### config.mk
export PLATFORM = sky130hd
export DESIGN_NAME = branchFrontEnd
export DESIGN_NICKNAME = d
export VERILOG_FILES = /design/src/common/isaPkg.sv /design/src/common/pipePkg.sv /design/src/bpcu/atomTracker.sv /design/src/bpcu/branchCond.sv /design/src/bpcu/branchDecode.sv /design/src/bpcu/pcPipeline.sv /design/src/design/branchFrontEnd.sv
export VERILOG_INCLUDE_DIRS = /design/src /design/src/common
export SDC_FILE = /design/constraint.sdc
export NUM_CORES = 1
export LEC_CHECK = 0
export BUFFER_PORTS_ARGS = -buffer_cell sky130_fd_sc_hd__buf_2
export CAP_MARGIN = 20
export CORE_AREA = 4 4 116 118
export DETAILED_ROUTE_END_ITERATION = 7
export DIE_AREA = 0 0 120 122
export GPL_TIMING_DRIVEN = 1
export PLACE_DENSITY = 0.81
export SLEW_MARGIN = 20
export SYNTH_ARGS = -nofsm -noshare
export SYNTH_HDL_FRONTEND = slang
export SYNTH_SLANG_ARGS = --single-unit
### constraint.sdc
create_clock -name gclk -period 4.56 [get_ports gclk]
set_clock_uncertainty 0.15 [all_clocks]
set_input_delay 0.912 -clock gclk [delete_from_list [all_inputs] [get_ports gclk]]
set_output_delay 0.912 -clock gclk [all_outputs]
set_load 0.01 [all_outputs]
### src/common/fetch_defines.svh
`ifndef FETCH_DEFINES_SVH
`define FETCH_DEFINES_SVH

// Instruction address bits seen by the cache
// The fetch port carries byte-address bits IADDR_W-1 down to 2
`define IADDR_W 24

// Word address loaded into every PC register at reset
`define RESET_PC 30'h0000_0000

// Width of the fetch address port in words
`define FETCH_W (`IADDR_W - 2)

`endif

### src/common/isaPkg.sv
`default_nettype none

package isaPkg;

   // Primary opcode field
   typedef logic [5:0] opcode_t;

   // Unconditional branch, register and immediate forms
   localparam opcode_t BRU_A = 6'o46;
   localparam opcode_t BRU_I = 6'o56;
   // Conditional branch, register and immediate forms
   localparam opcode_t BCC_A = 6'o47;
   localparam opcode_t BCC_I = 6'o57;
   // Return from subroutine, always delayed
   localparam opcode_t RTD   = 6'o55;
   // Immediate prefix, glues itself to the next instruction
   localparam opcode_t IMM   = 6'o54;

   // Branch condition, carried in the low bits of rd
   // Codes 6 and 7 are never taken
   typedef logic [2:0] cond_t;

   localparam cond_t EQ = 3'd0;
   localparam cond_t NE = 3'd1;
   localparam cond_t LT = 3'd2;
   localparam cond_t LE = 3'd3;
   localparam cond_t GT = 3'd4;
   localparam cond_t GE = 3'd5;

   // Register index field
   typedef logic [4:0] regIdx_t;

   // Delay-slot marker bit in rd (BCC) or ra (BRU)
   localparam int DLY_BIT = 4;

   // Opcode group tests
   function automatic logic isBru(opcode_t op);
      return (op == BRU_A) || (op == BRU_I);
   endfunction

   function automatic logic isBcc(opcode_t op);
      return (op == BCC_A) || (op == BCC_I);
   endfunction

endpackage

`default_nettype wire

### src/common/pipePkg.sv
`default_nettype none

package pipePkg;

   // Word address width, byte bits 31 down to 2
   localparam int PC_W = 30;

   // Word-aligned program counter
   typedef logic [PC_W-1:0] pcWord_t;

   // Source select for operand A forwarding
   typedef logic [1:0] fwdSel_t;

   // Register file read
   localparam fwdSel_t REGFILE = 2'd0;
   // Result of the instruction now leaving the ALU
   localparam fwdSel_t ALU     = 2'd1;
   // Data returned by a load
   localparam fwdSel_t LOAD    = 2'd2;

   // Atomic-border phase
   // Bit 0 toggles on each safe border, bit 1 lags bit 0 by one cycle
   typedef logic [1:0] atomPhase_t;

endpackage

`default_nettype wire

### src/bpcu/atomTracker.sv
`timescale 1ns/100ps
`default_nettype none

module atomTracker (
   input  wire logic            gclk,
   input  wire logic            grst,
   input  wire logic            gena,
   input  wire isaPkg::opcode_t opcode,
   input  wire logic            branchTaken,
   input  wire logic            skipNow,
   output pipePkg::atomPhase_t  atomPhase
);

   logic prevBranch;
   logic breaksNow;
   logic safe;

   // Instructions that may not be split from their successor
   // Masked while the slot is being skipped
   assign breaksNow = ~skipNow & ((opcode == isaPkg::IMM)
                                | (opcode == isaPkg::RTD)
                                | isaPkg::isBru(opcode)
                                | (isaPkg::isBcc(opcode) & branchTaken));

   // The cycle after any taken branch is never a safe border
   assign safe = ~(breaksNow | prevBranch);

   always_ff @(posedge gclk) begin
      if (grst) begin
         prevBranch <= 1'b0;
         atomPhase  <= 2'b00;
      end else if (gena) begin
         prevBranch <= branchTaken;
         // High bit lags, low bit toggles on a safe border
         atomPhase  <= {atomPhase[0], atomPhase[0] ^ safe};
      end
   end

endmodule

`default_nettype wire

### src/bpcu/branchCond.sv
`timescale 1ns/100ps
`default_nettype none

module branchCond (
   input  wire pipePkg::fwdSel_t fwdSel,
   input  wire logic [31:0]      regA,
   input  wire logic [31:0]      aluResult,
   input  wire logic [31:0]      loadData,
   input  wire isaPkg::cond_t    cond,
   output logic                  condMet
);

   logic [31:0] operand;
   logic        isZero;
   logic        isNeg;

   // Operand A forwarding mux
   always_comb begin
      case (fwdSel)
         pipePkg::ALU:     operand = aluResult;
         pipePkg::LOAD:    operand = loadData;
         pipePkg::REGFILE: operand = regA;
         // Unused select falls back to the register file
         default:          operand = regA;
      endcase
   end

   // Base tests, everything else derives from these two
   assign isZero = (operand == 32'd0);
   assign isNeg  = operand[31];

   // Condition select
   always_comb begin
      case (cond)
         isaPkg::EQ: condMet = isZero;
         isaPkg::NE: condMet = ~isZero;
         isaPkg::LT: condMet = isNeg;
         isaPkg::LE: condMet = isNeg | isZero;
         // Strictly positive
         isaPkg::GT: condMet = ~(isNeg | isZero);
         isaPkg::GE: condMet = ~isNeg;
         // Reserved codes never branch
         default:    condMet = 1'b0;
      endcase
   end

endmodule

`default_nettype wire

### src/bpcu/branchDecode.sv
`timescale 1ns/100ps
`default_nettype none

module branchDecode (
   input  wire logic            gclk,
   input  wire logic            grst,
   input  wire logic            gena,
   input  wire isaPkg::opcode_t opcode,
   input  wire isaPkg::regIdx_t rd,
   input  wire isaPkg::regIdx_t ra,
   input  wire logic            condMet,
   output logic                 branchTaken,
   output logic                 skipNow,
   output logic                 skip
);

   logic isRtd;
   logic isBru;
   logic isBcc;
   logic hasDelay;

   // Opcode groups
   assign isRtd = (opcode == isaPkg::RTD);
   assign isBru = isaPkg::isBru(opcode);
   assign isBcc = isaPkg::isBcc(opcode);

   // Return and unconditional always go, conditional only on a met test
   assign branchTaken = isRtd | isBru | (isBcc & condMet);

   // Delay slot marker sits in ra for BRU and in rd for BCC
   // Return always has a delay slot
   assign hasDelay = isRtd
                   | (isBru & ra[isaPkg::DLY_BIT])
                   | (isBcc & rd[isaPkg::DLY_BIT]);

   // Taken without a delay slot kills the instruction behind it
   assign skipNow = branchTaken & ~hasDelay;

   // Skip flag for the next stage
   always_ff @(posedge gclk) begin
      if (grst) begin
         skip <= 1'b0;
      end else if (gena) begin
         skip <= skipNow;
      end
   end

endmodule

`default_nettype wire

### src/bpcu/pcPipeline.sv
`timescale 1ns/100ps
`default_nettype none

`include "fetch_defines.svh"

module pcPipeline (
   input  wire logic                 gclk,
   input  wire logic                 grst,
   input  wire logic                 gena,
   input  wire logic                 branchTaken,
   input  wire logic [31:0]          aluResult,
   output logic [`FETCH_W-1:0]       fetchAddr,
   output pipePkg::pcWord_t          pc,
   output pipePkg::pcWord_t          pcLink
);

   pipePkg::pcWord_t nextFetch;
   pipePkg::pcWord_t preIpc;
   pipePkg::pcWord_t ipc;

   // Next fetch word
   // Branch target is the ALU result with the byte offset dropped
   always_comb begin
      if (branchTaken) begin
         nextFetch = aluResult[31:2];
      end else begin
         nextFetch = preIpc + 1'b1;
      end
   end

   // Only the cache-visible address bits leave the block
   assign fetchAddr = nextFetch[`FETCH_W-1:0];

   // PC shift chain
   // fetch -> prefetch -> issue -> execute, link holds the old execute PC
   always_ff @(posedge gclk) begin
      if (grst) begin
         preIpc <= `RESET_PC;
         ipc    <= `RESET_PC;
         pc     <= `RESET_PC;
         pcLink <= `RESET_PC;
      end else if (gena) begin
         preIpc <= nextFetch;
         ipc    <= preIpc;
         pc     <= ipc;
         pcLink <= pc;
      end
   end

endmodule

`default_nettype wire

### src/design/branchFrontEnd.sv
`timescale 1ns/100ps
`default_nettype none

`include "fetch_defines.svh"

module branchFrontEnd (
   input  wire logic             gclk,
   input  wire logic             grst,
   input  wire logic             gena,
   input  wire isaPkg::opcode_t  opcode,
   input  wire isaPkg::regIdx_t  rd,
   input  wire isaPkg::regIdx_t  ra,
   input  wire pipePkg::fwdSel_t fwdSel,
   input  wire logic [31:0]      regA,
   input  wire logic [31:0]      aluResult,
   input  wire logic [31:0]      loadData,
   output logic [`FETCH_W-1:0]   fetchAddr,
   output pipePkg::pcWord_t      pc,
   output pipePkg::pcWord_t      pcLink,
   output logic                  skip,
   output pipePkg::atomPhase_t   atomPhase
);

   logic condMet;
   logic branchTaken;
   logic skipNow;

   // Condition code rides in the low bits of rd
   branchCond i_branchCond (
      .fwdSel    (fwdSel),
      .regA      (regA),
      .aluResult (aluResult),
      .loadData  (loadData),
      .cond      (rd[2:0]),
      .condMet   (condMet)
   );

   branchDecode i_branchDecode (
      .gclk        (gclk),
      .grst        (grst),
      .gena        (gena),
      .opcode      (opcode),
      .rd          (rd),
      .ra          (ra),
      .condMet     (condMet),
      .branchTaken (branchTaken),
      .skipNow     (skipNow),
      .skip        (skip)
   );

   // Target comes straight from the ALU result
   pcPipeline i_pcPipeline (
      .gclk        (gclk),
      .grst        (grst),
      .gena        (gena),
      .branchTaken (branchTaken),
      .aluResult   (aluResult),
      .fetchAddr   (fetchAddr),
      .pc          (pc),
      .pcLink      (pcLink)
   );

   atomTracker i_atomTracker (
      .gclk        (gclk),
      .grst        (grst),
      .gena        (gena),
      .opcode      (opcode),
      .branchTaken (branchTaken),
      .skipNow     (skipNow),
      .atomPhase   (atomPhase)
   );

endmodule

`default_nettype wire

# After elaboration in Yosys (flattened, before gate mapping)
# Cells that the tools add are included.
[totals]
reg_bits = 124
latch_bits = 0
mem_bits_rw = 0
mem_bits_ro = 0
in_bits = 117
out_inout_bits = 85
memories = 0
[op_classes]
addsub = 1
multipliers = 0
div = 0
magnitude_cmp = 0
eq_ne = 13
shifts = 0
n_mux = 3
n_bitwise = 22
reduce_logical = 4
[ops]
columns = ["operator", "count"]
rows = [
  ["case mux 32 bit (2 select lines)", 1],
  ["equality test 6 bit, second input constant", 6],
  ["logical NOT 32 bit", 1],
  ["adder 30 x 1 -> 30 bit, second input constant", 1],
  ["2-to-1 mux 30 bit", 1],
  ["bitwise OR 1 bit", 9],
  ["bitwise AND 1 bit", 6],
  ["equality test 3 x 2 -> 1 bit, second input constant", 2],
  ["equality test 3 bit, second input constant", 2],
  ["NOT 1 bit", 6],
  ["case mux 1 bit (6 select lines)", 1],
  ["equality test 3 x 1 -> 1 bit, second input constant", 1],
  ["logical NOT 3 bit", 1],
  ["equality test 2 x 1 -> 1 bit, second input constant", 1],
  ["equality test 2 bit, second input constant", 1],
  ["logical OR 1 bit", 2],
  ["XOR 1 bit", 1],
]

# Logic depth before layout (Yosys ltp)
# Gate-level depths: netlist (run 1).
[logic_depth]
depth_word = 14
mapped_depth = 14

# Modules after synthesis
# Synthesis (run 1) repeated with hierarchy kept, for this count alone.
[unflattened]
hier_cells = 734
area_unflattened_um2 = 6422.4
[by_module_without_submodules]
columns = ["mod", "n_inst", "cells_each", "area_per_inst_um2"]
rows = [
  ["pcPipeline", 1, 645, 5761.8],
  ["branchCond", 1, 57, 384.1],
  ["atomTracker", 1, 17, 166.4],
  ["branchDecode", 1, 15, 110.1],
]

# Worst setup path after synthesis (run 1)
# Ideal clock, no wire load.
[synth_path]
path_kind = "input-to-output"
start = "input fwdSel[0]"
end = "output fetchAddr[10]"
arrival_ns = 3.015
required_time_ns = 3.498
path_slack_ns = 0.483
cell_stages = 14
n_path_buf = 4
path_cell_list = "inv_1 > ha_1 > nand2b_1 > nand2b_1 > or3_1 > nor4b_4 > o31ai_2 > nand3_2 > buf_6 > buf_6 > clkbuf_1 > nand2_1 > o21ai_0 > buf_4"
[synth_via]
elab_chain_cells = 9
elab_cells_between_ends = 12
classes_between = "2 x eq/ne; 3 x mux; 6 x bitwise; 1 x reduce/logical"
[synth_lines]
columns = ["element", "line_no", "text"]
rows = [
  ["from (decl)", "branchFrontEnd.sv:13", "input wire pipePkg::fwdSel_t fwdSel,"],
  ["equality test 2 bit or equality test 2 x 1 -> 1 bit (tied branches)", "branchCond.sv:19", "case (fwdSel)"],
  ["case mux 32 bit (2 select lines) (*)", "branchCond.sv:19", ""],
  ["logical NOT 32 bit", "branchCond.sv:29", "assign isZero = (operand == 32'd0);"],
  ["bitwise OR 1 bit", "branchCond.sv:38, branchCond.sv:40", ""],
  ["NOT 1 bit", "branchCond.sv:40", "isaPkg::GT: condMet = ~(isNeg | isZero);"],
  ["case mux 1 bit (6 select lines) (*)", "branchCond.sv:34", "case (cond)"],
  ["bitwise AND 1 bit (*)", "branchDecode.sv:28", "assign branchTaken = isRtd | isBru | (isBcc & condMet);"],
  ["bitwise OR 1 bit (*)", "branchDecode.sv:28", ""],
  ["2-to-1 mux 30 bit (*)", "pcPipeline.sv:24", "if (branchTaken) begin"],
  ["to (decl)", "branchFrontEnd.sv:17", "output logic [`FETCH_W-1:0] fetchAddr,"],
]
# Every way passes the cells marked *; elsewhere a longest branch is shown, timed or not.

# Worst setup path in the final report (run 1)
[layout_path]
start = "input aluResult[15]"
end = "output fetchAddr[11]"
[layout_via]
elab_chain_cells = 8
elab_cells_between_ends = 9
classes_between = "3 x mux; 5 x bitwise; 1 x reduce/logical"
[layout_lines]
columns = ["element", "line_no", "text"]
rows = [
  ["from (decl)", "branchFrontEnd.sv:15", "input wire logic [31:0] aluResult,"],
  ["case mux 32 bit (2 select lines) (*)", "branchCond.sv:19", ""],
  ["logical NOT 32 bit (*)", "branchCond.sv:29", ""],
  ["bitwise OR 1 bit", "branchCond.sv:38, branchCond.sv:40", ""],
  ["NOT 1 bit", "branchCond.sv:40", ""],
  ["case mux 1 bit (6 select lines) (*)", "branchCond.sv:34", ""],
  ["bitwise AND 1 bit (*)", "branchDecode.sv:28", ""],
  ["bitwise OR 1 bit (*)", "branchDecode.sv:28", ""],
  ["2-to-1 mux 30 bit (*)", "pcPipeline.sv:24", ""],
]
# Marks and branches as above.

==> out/qor.yml, run 1 <==
synthesis:
  synthXorXnorAreaFrac: 0.0261
  syn_avg_cell_area_um2: 8.71
  synth_top_family_by_area: "simple AND/OR/NAND/NOR gates"
  synthMuxAreaShare: 0.178
  synth_edf_count: 0
  synthAdderAreaFrac: 0.00588
  synth_nets: 853
  postSynth.asyncResetShare: 0
  synth_top_area_cell: "dfxtp_1"
  ys_seq_area_frac: 0.389
  yosys-top-cells-count: "dfxtp_1 (124), nor2_1 (119), mux2i_1 (110)"
  synthCells: 733
  synth_compound_area_frac: 0.106
  ys_ff_latch: 124
  syn_area_mm2: 0.00639
  yosysMostFrequentCell: "dfxtp_1"
  synth-simple-area-share: 0.221
  ys.flop_type: "dfxtp_1"
  synth_area_leaders: "dfxtp_1 (39%), mux2i_1 (17%), nor2_1 (7.0%), nand2_1 (2.7%), buf_4 (2.6%)"
  synth_top_area_share: 0.389
  synth_warnings: 0
  synth.distinct_cells: 58
clock_network:
  clock_latency_ns: 0.40
  hold_buffers: 0
  cts.reportedPaths.clkPinSlew_ns: 0.05
  cts_made_buffers: 17
  clock_sinks: 124
  h-tree-depth: 4
  cts_buffer_depth: 2
  clockRootBuffer: "clkbuf_16"
  cts_tree: "done"
sta:
  max_freq_mhz: 228
  rsz0062_at_grt: "no"
  finalMaxSlewViolations: 0
  fin_tns_setup_ns: 0
  period_needed_ns: 4.39
  fin_crit_sh: 0.963
  final_hold_viol_count: 0
  maxSlewHeadroom: 0.318
  setup_viol: 0
  timing.hold.ws_ns: 0.334
  tightest_slew_ns: 1.02
routing:
  drc: 0
  ant_nets: 0
  post_drt_wl_per_cell_um: 14.7
  dr_total_vias: 5698
  routed_wl_um: 15800
  viasPerCell: 5.31
  drt_first_pass_iters: 5
  drt-initial-drc-count: 388
critical_path:
  reg2reg_depth: 9
  critPathMaxStageDelay_ns: 0.53
  cp-start-kind: "input pin"
  crit_slowest_cell: "or4_1"
  cp_data_arrival_time_ns: 3.33
  cp_cell_sequence: "buf_2 -> nor4_1 -> buf_4 -> nand4_1 -> o21a_1 -> or4_1 -> o31ai_4 -> nand3_4 -> buf_12 -> buf_12 -> o21ai_0 -> buf_2"
  crit_path_end: "fetchAddr[11]"
  worstPathMaxFanout: 27
  cp.required_ns: 3.50
  reg2reg_slack_ns: 1.55
  startpoint: "aluResult[15]"
  reg2reg_from: "i_pcPipeline.preIpc[1]$_SDFFE_PP0P_"
  path_class: "input pin to primary output"
  end_kind: "primary output"
  r2r-end: "i_pcPipeline.preIpc[28]$_SDFFE_PP0P_"
place:
  port-buffer-count: 196
  dp_hpwl_um: 11400
  place_congestion: 0.868
  placed_area_mm2: 0.00730
grt:
  grt_pass1_wl_um: 25400
  first_global_vias: 5218
  track_usage: 0.212
  grt_max_degree: 70
  antenna_found_initial: 0
  grt_overflow: 0
min_path:
  hp-class: "flip-flop to flip-flop"
  holdCritStartpoint: "i_pcPipeline.pcLink[8]$_SDFFE_PP0P_"
  holdPathStages: 2
power:
  power_density_mw_per_mm2: 349
  ir_drop_uv: 277
  p_leak_uw: 0.00357
die:
  core_area_mm2: 0.0125
  start_util: 0.512
  num_io_pins: 202
  dieArea_mm2: 0.0146
  row_count: 41
  die_h_um: 122
  dieWidth_um: 120
cells_and_area:
  layout-drive-gt1-share: 0.284
  num_antenna_cells: 0
  design_area_mm2: 0.00789
  syn_to_final_growth_pct: 23.6
  final_nets: 1010
job:
  cap_violations: 0
outcome:
  status: "complete, no violations"
-- critical path, delay by kind of cell --
family	cells	cell delay, ns
compound gates	3	0.53
simple gates	4	1.08
buf+inv	5	0.80
-- kinds of logic after synthesis --
kind of cell / count (synthesis)
flip-flops: 124
AND/OR/NAND/NOR: 284
buffers and inverters: 94
AO/OA/AOI/OAI: 96
adder cells (fa/ha/maj): 3
XOR/XNOR: 19
multiplexers: 113
-- layer usage --
layer	global-route usage	routed length [um]	vias to the layer above
li1	-	-	2866
met1	0.268	6790	2668
met2	0.371	8150	154
met3	0.0455	802	10
met4	0.0508	91	0
met5	0	0	-
-- stage by stage --
| step | instances | worst slack [ns] | utilization | power, uW |
|---|---|---|---|---|
| floorplan | 733 | 0.483 | - | 1430 |
| global placement | 1040 | 0.114 | 0.586 | 1530 |
| detailed placement | 1040 | 0.0642 | 0.586 | 1530 |
| CTS | 1071 | 0.0546 | 0.630 | 2770 |
| global route | 1074 | 0.0243 | 0.633 | 2870 |
| finish | 1074 | 0.169 | 0.633 | 2760 |
-- power by group --
part | total [uW] | leakage, uW | internal, uW | switching, uW
logic | 365 | 0.00231 | 172 | 193
clock network | 1240 | 0.000258 | 746 | 491
registers | 1150 | 0.00100 | 1120 | 37.9
-- area by class of cell --
cell class	count	area [um^2]
Fill cell	1081	4570
Multi-Input combinational cell	515	3440
Sequential cell	124	2480
Timing Repair Buffer	208	1120
Clock buffer	17	425
Tap cell	172	215
Clock inverter	14	123
Inverter	24	90.1
-- layout by cell type (no fill, tap or decap), drive strengths merged, types with 2 or more instances in the layout --
| cell | instances |
|---|---|
| nand3b | 3 |
| o21a | 16 |
| nor3 | 13 |
| or2 | 4 |
| and2 | 4 |
| xor2 | 2 |
| nor4b | 2 |
| o21ai | 23 |
| ha | 3 |
| a21o | 7 |
| nor3b | 2 |
| nor4 | 26 |
| nor2 | 119 |
| o32ai | 14 |
| and4 | 6 |
| inv | 27 |
| or3 | 7 |
| clkinv | 5 |
| nand2 | 46 |
| a31oi | 9 |
| o2bb2ai | 3 |
| clkbuf | 17 |
| and3 | 3 |
| dfxtp | 124 |
| xnor2 | 17 |
| nor2b | 16 |
| a21oi | 10 |
| nand2b | 4 |
| nand4 | 7 |
| mux2i | 110 |
| nand3 | 18 |
| clkinvlp | 5 |
| buf | 208 |
| nand4b | 3 |
| a2111oi | 3 |
| mux2 | 3 |
-- timing repair --
item,CTS,global route
resized for setup,0,1
setup endpoints to repair,0,20
buffers inserted,0,3
-- registers in the layout (all words and copies together) (netlist names) --
signal	cells
i_pcPipeline.pcLink	30
i_branchDecode.skip	1
i_pcPipeline.pc	30
i_atomTracker.atomPhase	2
i_pcPipeline.ipc	30
i_atomTracker.prevBranch	1
i_pcPipeline.preIpc	30
-- worst min-delay path by stage --
stage,end,slack [ns]
after detailed placement,i_pcPipeline.pcLink[8]$_SDFFE_PP0P_,0.33
after CTS,i_pcPipeline.pcLink[8]$_SDFFE_PP0P_,0.34
final,i_pcPipeline.pcLink[8]$_SDFFE_PP0P_,0.33
after floorplan,i_pcPipeline.ipc[0]$_SDFFE_PP0P_,0.31
after global routing,i_pcPipeline.pcLink[19]$_SDFFE_PP0P_,0.37
after global placement,i_pcPipeline.pcLink[26]$_SDFFE_PP0P_,0.32
No activity file was read; power rests on OpenSTA's default activity.
==> run 2, diff against run 1 <==
==> constraint.sdc (replaced) <==
create_clock -name gclk -period 4.56 [get_ports gclk]
set_clock_uncertainty 0.15 [all_clocks]
set_input_delay 0.456 -clock gclk [delete_from_list [all_inputs] [get_ports gclk]]
set_output_delay 0.456 -clock gclk [all_outputs]
set_load 0.01 [all_outputs]
==> run 2 against run 1 <==
  * Global-route usage down 0.26 points
  * Cell area down 0.78%
  * Sequential share of layout area up 0.25 points
  * Highest routed layer unchanged
==> out/qor.yml, run 2 (synthesis gave the netlist of run 1 again) <==
clock_network:
  hold_buffers: 0  # unchanged
  cts_setup_buffers: 0  # unchanged
  ctsResizeCount: 0  # unchanged
  cts_made_buffers: 17  # unchanged
  cts_buffer_depth: 2  # unchanged
  cts_tree: "done"
  h-tree-depth: 4  # unchanged
  clock_latency_ns: 0.40  # about the same
  cts.reportedPaths.clkPinSlew_ns: 0.06  # about the same
  clock_sinks: 124  # unchanged
  clockRootBuffer: "clkbuf_16"
critical_path:
  cp.required_ns: 3.95  # +0.45 ns
  reg2reg_slack_ns: 1.44  # -0.11 ns
  cp_cell_sequence: "buf_2 -> nor4_1 -> nand4_1 -> o21a_1 -> or4_1 -> o31ai_2 -> nand3_4 -> buf_4 -> o21ai_0 -> buf_2"
  path_class: "input pin to primary output"
  cp_data_arrival_time_ns: 3.38  # +0.05 ns
  crit_top_cell: "buf_2"
  r2r-end: "i_pcPipeline.preIpc[28]$_SDFFE_PP0P_"
  reg2reg_from: "i_pcPipeline.preIpc[0]$_SDFFE_PP0P_"
  cp-start-kind: "input pin"
  critPathMaxStageDelay_ns: 0.56  # +0.03 ns
  crit_slowest_cell: "nor4_1"
  end_kind: "primary output"
  worstPathMaxFanout: 33  # +22%
  reg2reg_depth: 9  # unchanged
sta:
  tightest_slew_ns: 1.01  # -0.0113 ns
  max_freq_mhz: 251  # +10%
  final_hold_viol_count: 0  # unchanged
  period_needed_ns: 3.99  # -0.403 ns
  maxSlewHeadroom: 0.325  # +0.00753
  finalMaxSlewViolations: 0  # unchanged
  fin_tns_setup_ns: 0  # unchanged
  setup_viol: 0  # unchanged
  rsz0062_at_grt: "no"
  fin_crit_sh: 0.875  # -0.0883
die:
  num_io_pins: 202  # unchanged
  start_util: 0.512  # unchanged
  dieArea_mm2: 0.0146  # unchanged
  row_count: 41  # unchanged
  core_area_mm2: 0.0125  # unchanged
  dieWidth_um: 120  # unchanged
  die_h_um: 122  # unchanged
cells_and_area:
  layout-drive-gt1-share: 0.279  # -0.00511
  multi_input_area_mm2: 0.00343  # -0.25%
  final_cell_mix: "buf_2 (194), dfxtp_1 (124), nor2_1 (119), mux2i_1 (110), nand2_1 (46)"
  regArea_mm2: 0.00248  # unchanged
  design_area_mm2: 0.00783  # -0.78%
  layout_commonest_cell: "buf_2"
  fill_cells: 1086  # +0.46%
  num_antenna_cells: 0  # unchanged
  syn_to_final_growth_pct: 22.6
  final_nets: 1004  # -0.59%
grt:
  first_global_vias: 5165  # -1.0%
  antenna_found_initial: 0  # unchanged
  track_usage: 0.210  # -0.00259
  grt_pass1_wl_um: 25000  # -1.8%
  grt_max_degree: 72  # +2.9%
  grt_overflow: 0  # unchanged
routing:
  dr_total_vias: 5686  # -0.21%
  drt_first_pass_iters: 5  # unchanged
  post_drt_wl_per_cell_um: 14.7  # -0.14%
  viasPerCell: 5.32  # +0.26%
  ant_nets: 0  # unchanged
  routed_wl_um: 15700  # -0.60%
  drt-initial-drc-count: 382  # -1.5%
  drc: 0  # unchanged
place:
  place_congestion: 0.892  # +2.8%
  port-buffer-count: 196  # unchanged
  dp_hpwl_um: 11400  # -0.53%
  placed_area_mm2: 0.00725  # -0.65%
power:
  ir_drop_uv: 306  # +11%
  power_density_mw_per_mm2: 357  # +2.3%
  p_leak_uw: 0.00354  # -0.84%
job:
  cap_violations: 0  # unchanged
min_path:
  holdCritStartpoint: "aluResult[16]"
  holdPathEnd: "i_pcPipeline.preIpc[14]$_SDFFE_PP0P_"
  hp-class: "input pin to flip-flop"
  holdPathStages: 3  # +1
outcome:
  status: "complete, no violations"
## run 2: power breakdown
| part | leakage (uW) | internal (uW) | switching (uW) | total (uW) |
|---|---|---|---|---|
| registers | 0.00100 | 1120 | 38.2 | 1150 |
| logic | 0.00227 | 158 | 188 | 346 |
| clock network | 0.000272 | 804 | 493 | 1300 |
| total | 0.00354 | 2080 | 719 | 2800 |
## run 2: worst max path at each step
stage,from,to
6_report,aluResult[15],fetchAddr[11]
3_3_place_gp,aluResult[16],fetchAddr[18]
4_1_cts,aluResult[16],fetchAddr[11]
3_5_place_dp,aluResult[16],fetchAddr[11]
5_1_grt,aluResult[16],fetchAddr[11]
2_1_floorplan,fwdSel[0],fetchAddr[10]
## run 2: per-layer routing
layer	track usage	wire length (um)	vias up
met5	0	0	-
met2	0.355	7790	174
met1	0.267	6930	2638
met4	0.0644	227	0
li1	-	-	2855
met3	0.0478	799	19
## run 2: per-stage QoR
stage	utilization	setup slack [ns]	power, uW	hold slack [ns]	std cells
global placement	0.582	0.678	1520	0.317	1037
finish	0.628	0.571	2800	0.211	1069
global route	0.628	0.338	2910	0.222	1069
detailed placement	0.582	0.596	1520	0.329	1037
floorplan	-	1.40	1430	0.310	733
CTS	0.628	0.596	2820	0.199	1069
## run 2: area by class of cell
cell class	instances	share of cell area
well taps	172	0.0275
inverters	24	0.0115
clock buffers	18	0.0548
repair buffers	202	0.132
multi-input cells	515	0.438
clock inverters	14	0.0190
flip-flops and latches	124	0.317
## run 2: critical path, delay by kind of cell
| kind | cells | cell delay [ns] |
|---|---|---|
| AOI/OAI and AO/OA | 3 | 0.60 |
| buffers and inverters | 3 | 0.64 |
| and+or+nand+nor | 4 | 1.67 |
==> run 3, diff against run 2 <==
--- a/config.mk
+++ b/config.mk
@@ -8,9 +8,9 @@
 export LEC_CHECK = 0
 export BUFFER_PORTS_ARGS = -buffer_cell sky130_fd_sc_hd__buf_2
 export CAP_MARGIN = 20
-export CORE_AREA = 4 4 116 118
+export CORE_AREA = 10 10 122 124
 export DETAILED_ROUTE_END_ITERATION = 7
-export DIE_AREA = 0 0 120 122
+export DIE_AREA = 0 0 132 134
 export GPL_TIMING_DRIVEN = 1
 export PLACE_DENSITY = 0.81
 export SLEW_MARGIN = 20
==> run 3 against run 2 <==
  * Critical path depth is 2 higher
  * Die area grew 21%
  * Fmax rose by 2.8%
  * Core utilization up 0.49 points
==> out/qor.yml, run 3 (synthesis gave the netlist of run 1 again) <==
power:
  internal_power_uw: 2150  # +3.5%
  p_leak_uw: 0.00357  # +0.78%
  ir_drop_uv: 399  # +30%
  p_sw_frac: 0.251  # -0.00581
  p_seq_frac: 0.402  # -0.011
  power_frac_comb: 0.123  # about the same
  power_density_mw_per_mm2: 364  # +1.9%
  p_clk_frac: 0.476  # +0.012
  switchingPower_uw: 721  # +0.40%
cells_and_area:
  final_cell_mix: "buf_2 (194), dfxtp_1 (124), nor2_1 (119), mux2i_1 (110), nand2_1 (46)"
  syn_to_final_growth_pct: 23.6
  final_nets: 1006  # +0.20%
  num_antenna_cells: 0  # unchanged
  layout-drive-gt1-share: 0.280  # +0.00160
  layout_commonest_cell: "buf_2"
die:
  die_h_um: 134  # +9.8%
  dieWidth_um: 132  # +10%
  num_io_pins: 202  # unchanged
  start_util: 0.512  # unchanged
  core_area_mm2: 0.0125  # unchanged
  row_count: 41  # unchanged
  dieArea_mm2: 0.0177  # +21%
sta:
  finalMaxSlewViolations: 0  # unchanged
  setup_viol: 0  # unchanged
  final_hold_viol_count: 0  # unchanged
  tightest_slew_ns: 0.902  # -0.110 ns
  rsz0062_at_grt: "no"
  max_freq_mhz: 258  # +2.8%
  worst_slack_ns: 0.678  # +0.107 ns
  period_needed_ns: 3.88  # -0.107 ns
  fin_crit_sh: 0.851  # -0.0235
  maxSlewHeadroom: 0.398  # +0.0732
  fin_tns_setup_ns: 0  # unchanged
min_path:
  holdPathStages: 3  # unchanged
  hp-class: "input pin to flip-flop"
critical_path:
  reg2reg_depth: 9  # unchanged
  cp-start-kind: "input pin"
  startpoint: "aluResult[15]"
  end_kind: "primary output"
  crit_path_end: "fetchAddr[0]"
  r2r-end: "i_pcPipeline.preIpc[28]$_SDFFE_PP0P_"
  cp_data_arrival_time_ns: 3.28  # -0.10 ns
  cp.required_ns: 3.95  # about the same
  reg2reg_from: "i_pcPipeline.preIpc[0]$_SDFFE_PP0P_"
  worstPathMaxFanout: 47  # +42%
  path_class: "input pin to primary output"
  reg2reg_slack_ns: 1.55  # +0.11 ns
routing:
  drt_first_pass_iters: 4  # -1
  routed_wl_um: 17100  # +8.4%
  viasPerCell: 5.28  # -0.66%
  ant_nets: 0  # unchanged
  drt-initial-drc-count: 368  # -3.7%
  post_drt_wl_per_cell_um: 15.9  # +8.2%
  drc: 0  # unchanged
  dr_total_vias: 5659  # -0.47%
clock_network:
  cts_buffer_depth: 2  # unchanged
  clockRootBuffer: "clkbuf_16"
  ctsResizeCount: 0  # unchanged
  clock_sinks: 124  # unchanged
  h-tree-depth: 4  # unchanged
  cts_setup_buffers: 0  # unchanged
  cts.reportedPaths.clkPinSlew_ns: 0.05  # about the same
  hold_buffers: 0  # unchanged
  cts_tree: "done"
  clock_latency_ns: 0.41  # about the same
  cts_made_buffers: 17  # unchanged
place:
  place_congestion: 0.873  # -2.2%
  port-buffer-count: 196  # unchanged
  dp_hpwl_um: 12500  # +10%
  place_ws_ns: 0.703  # +0.107 ns
grt:
  grt_pass1_wl_um: 27900  # +12%
  grt_overflow: 0  # unchanged
  antenna_found_initial: 0  # unchanged
  track_usage: 0.189  # -0.0205
  first_global_vias: 5619  # +8.8%
  grt_max_degree: 88  # +22%
job:
  cap_violations: 0  # unchanged
outcome:
  status: "complete, no violations"
[run 3: cell types whose count changed in the layout (fill, tap and decap cells not counted)]
cell,before,now
clkinv_2,3,1
buf_12,0,1
buf_4,7,8
bufinv_16,2,3
clkbuf_8,0,1
[run 3: worst max-delay path, stage by stage]
cell	delay, ns
buf_2	0.12
nor4_1	0.34
buf_4	0.19
nand4_1	0.12
o21a_1	0.23
or4_1	0.48
o31ai_2	0.13
nand3_4	0.49
buf_4	0.41
nand2_1	0.11
nand2_1	0.05
buf_2	0.14
[run 3: layer usage]
layer	up-vias	global-route usage	share of wire
li1	2865	-	-
met1	2615	0.221	0.41
met2	162	0.317	0.50
met3	17	0.0676	0.074
met4	0	0.0593	0.013
met5	-	0	0
[run 3: through the flow]
stage	util	power [uW]	instances	hold slack [ns]	cell area [um^2]
floorplan	-	1430	733	0.310	6390
global route	0.633	2990	1071	0.211	7890
global placement	0.584	1520	1039	0.317	7280
finish	0.633	2870	1071	0.207	7890
detailed placement	0.584	1530	1039	0.324	7280
CTS	0.633	2900	1071	0.185	7890
[run 3: power groups by stage]
| stage | Clock [uW] | Combinational, uW | Sequential, uW |
|---|---|---|---|
| global placement | 0 | 347 | 1180 |
| CTS | 1390 | 354 | 1150 |
| floorplan | 0 | 268 | 1160 |
| detailed placement | 0 | 352 | 1180 |
| finish | 1370 | 352 | 1150 |
| global route | 1440 | 390 | 1160 |
[run 3: layout make-up]
| class | instances | area [um^2] |
|---|---|---|
| Clock buffer | 19 | 443 |
| Clock inverter | 13 | 169 |
| Multi-Input combinational cell | 515 | 3430 |
| Timing Repair Buffer | 204 | 1060 |
| Sequential cell | 124 | 2480 |
| Tap cell | 172 | 215 |
| Inverter | 24 | 90.1 |
| Fill cell | 1083 | 4570 |
[run 3: how the worst min path moves through the flow]
stage,startpoint,to,slack [ns]
floorplan,i_pcPipeline.ipc[0]$_SDFFE_PP0P_,i_pcPipeline.ipc[0]$_SDFFE_PP0P_,0.31
global placement,i_pcPipeline.pcLink[16]$_SDFFE_PP0P_,i_pcPipeline.pcLink[16]$_SDFFE_PP0P_,0.32
detailed placement,i_pcPipeline.pcLink[13]$_SDFFE_PP0P_,i_pcPipeline.pcLink[13]$_SDFFE_PP0P_,0.32
CTS,aluResult[11],i_pcPipeline.preIpc[9]$_SDFFE_PP0P_,0.19
global route,aluResult[11],i_pcPipeline.preIpc[9]$_SDFFE_PP0P_,0.21
finish,aluResult[11],i_pcPipeline.preIpc[9]$_SDFFE_PP0P_,0.21
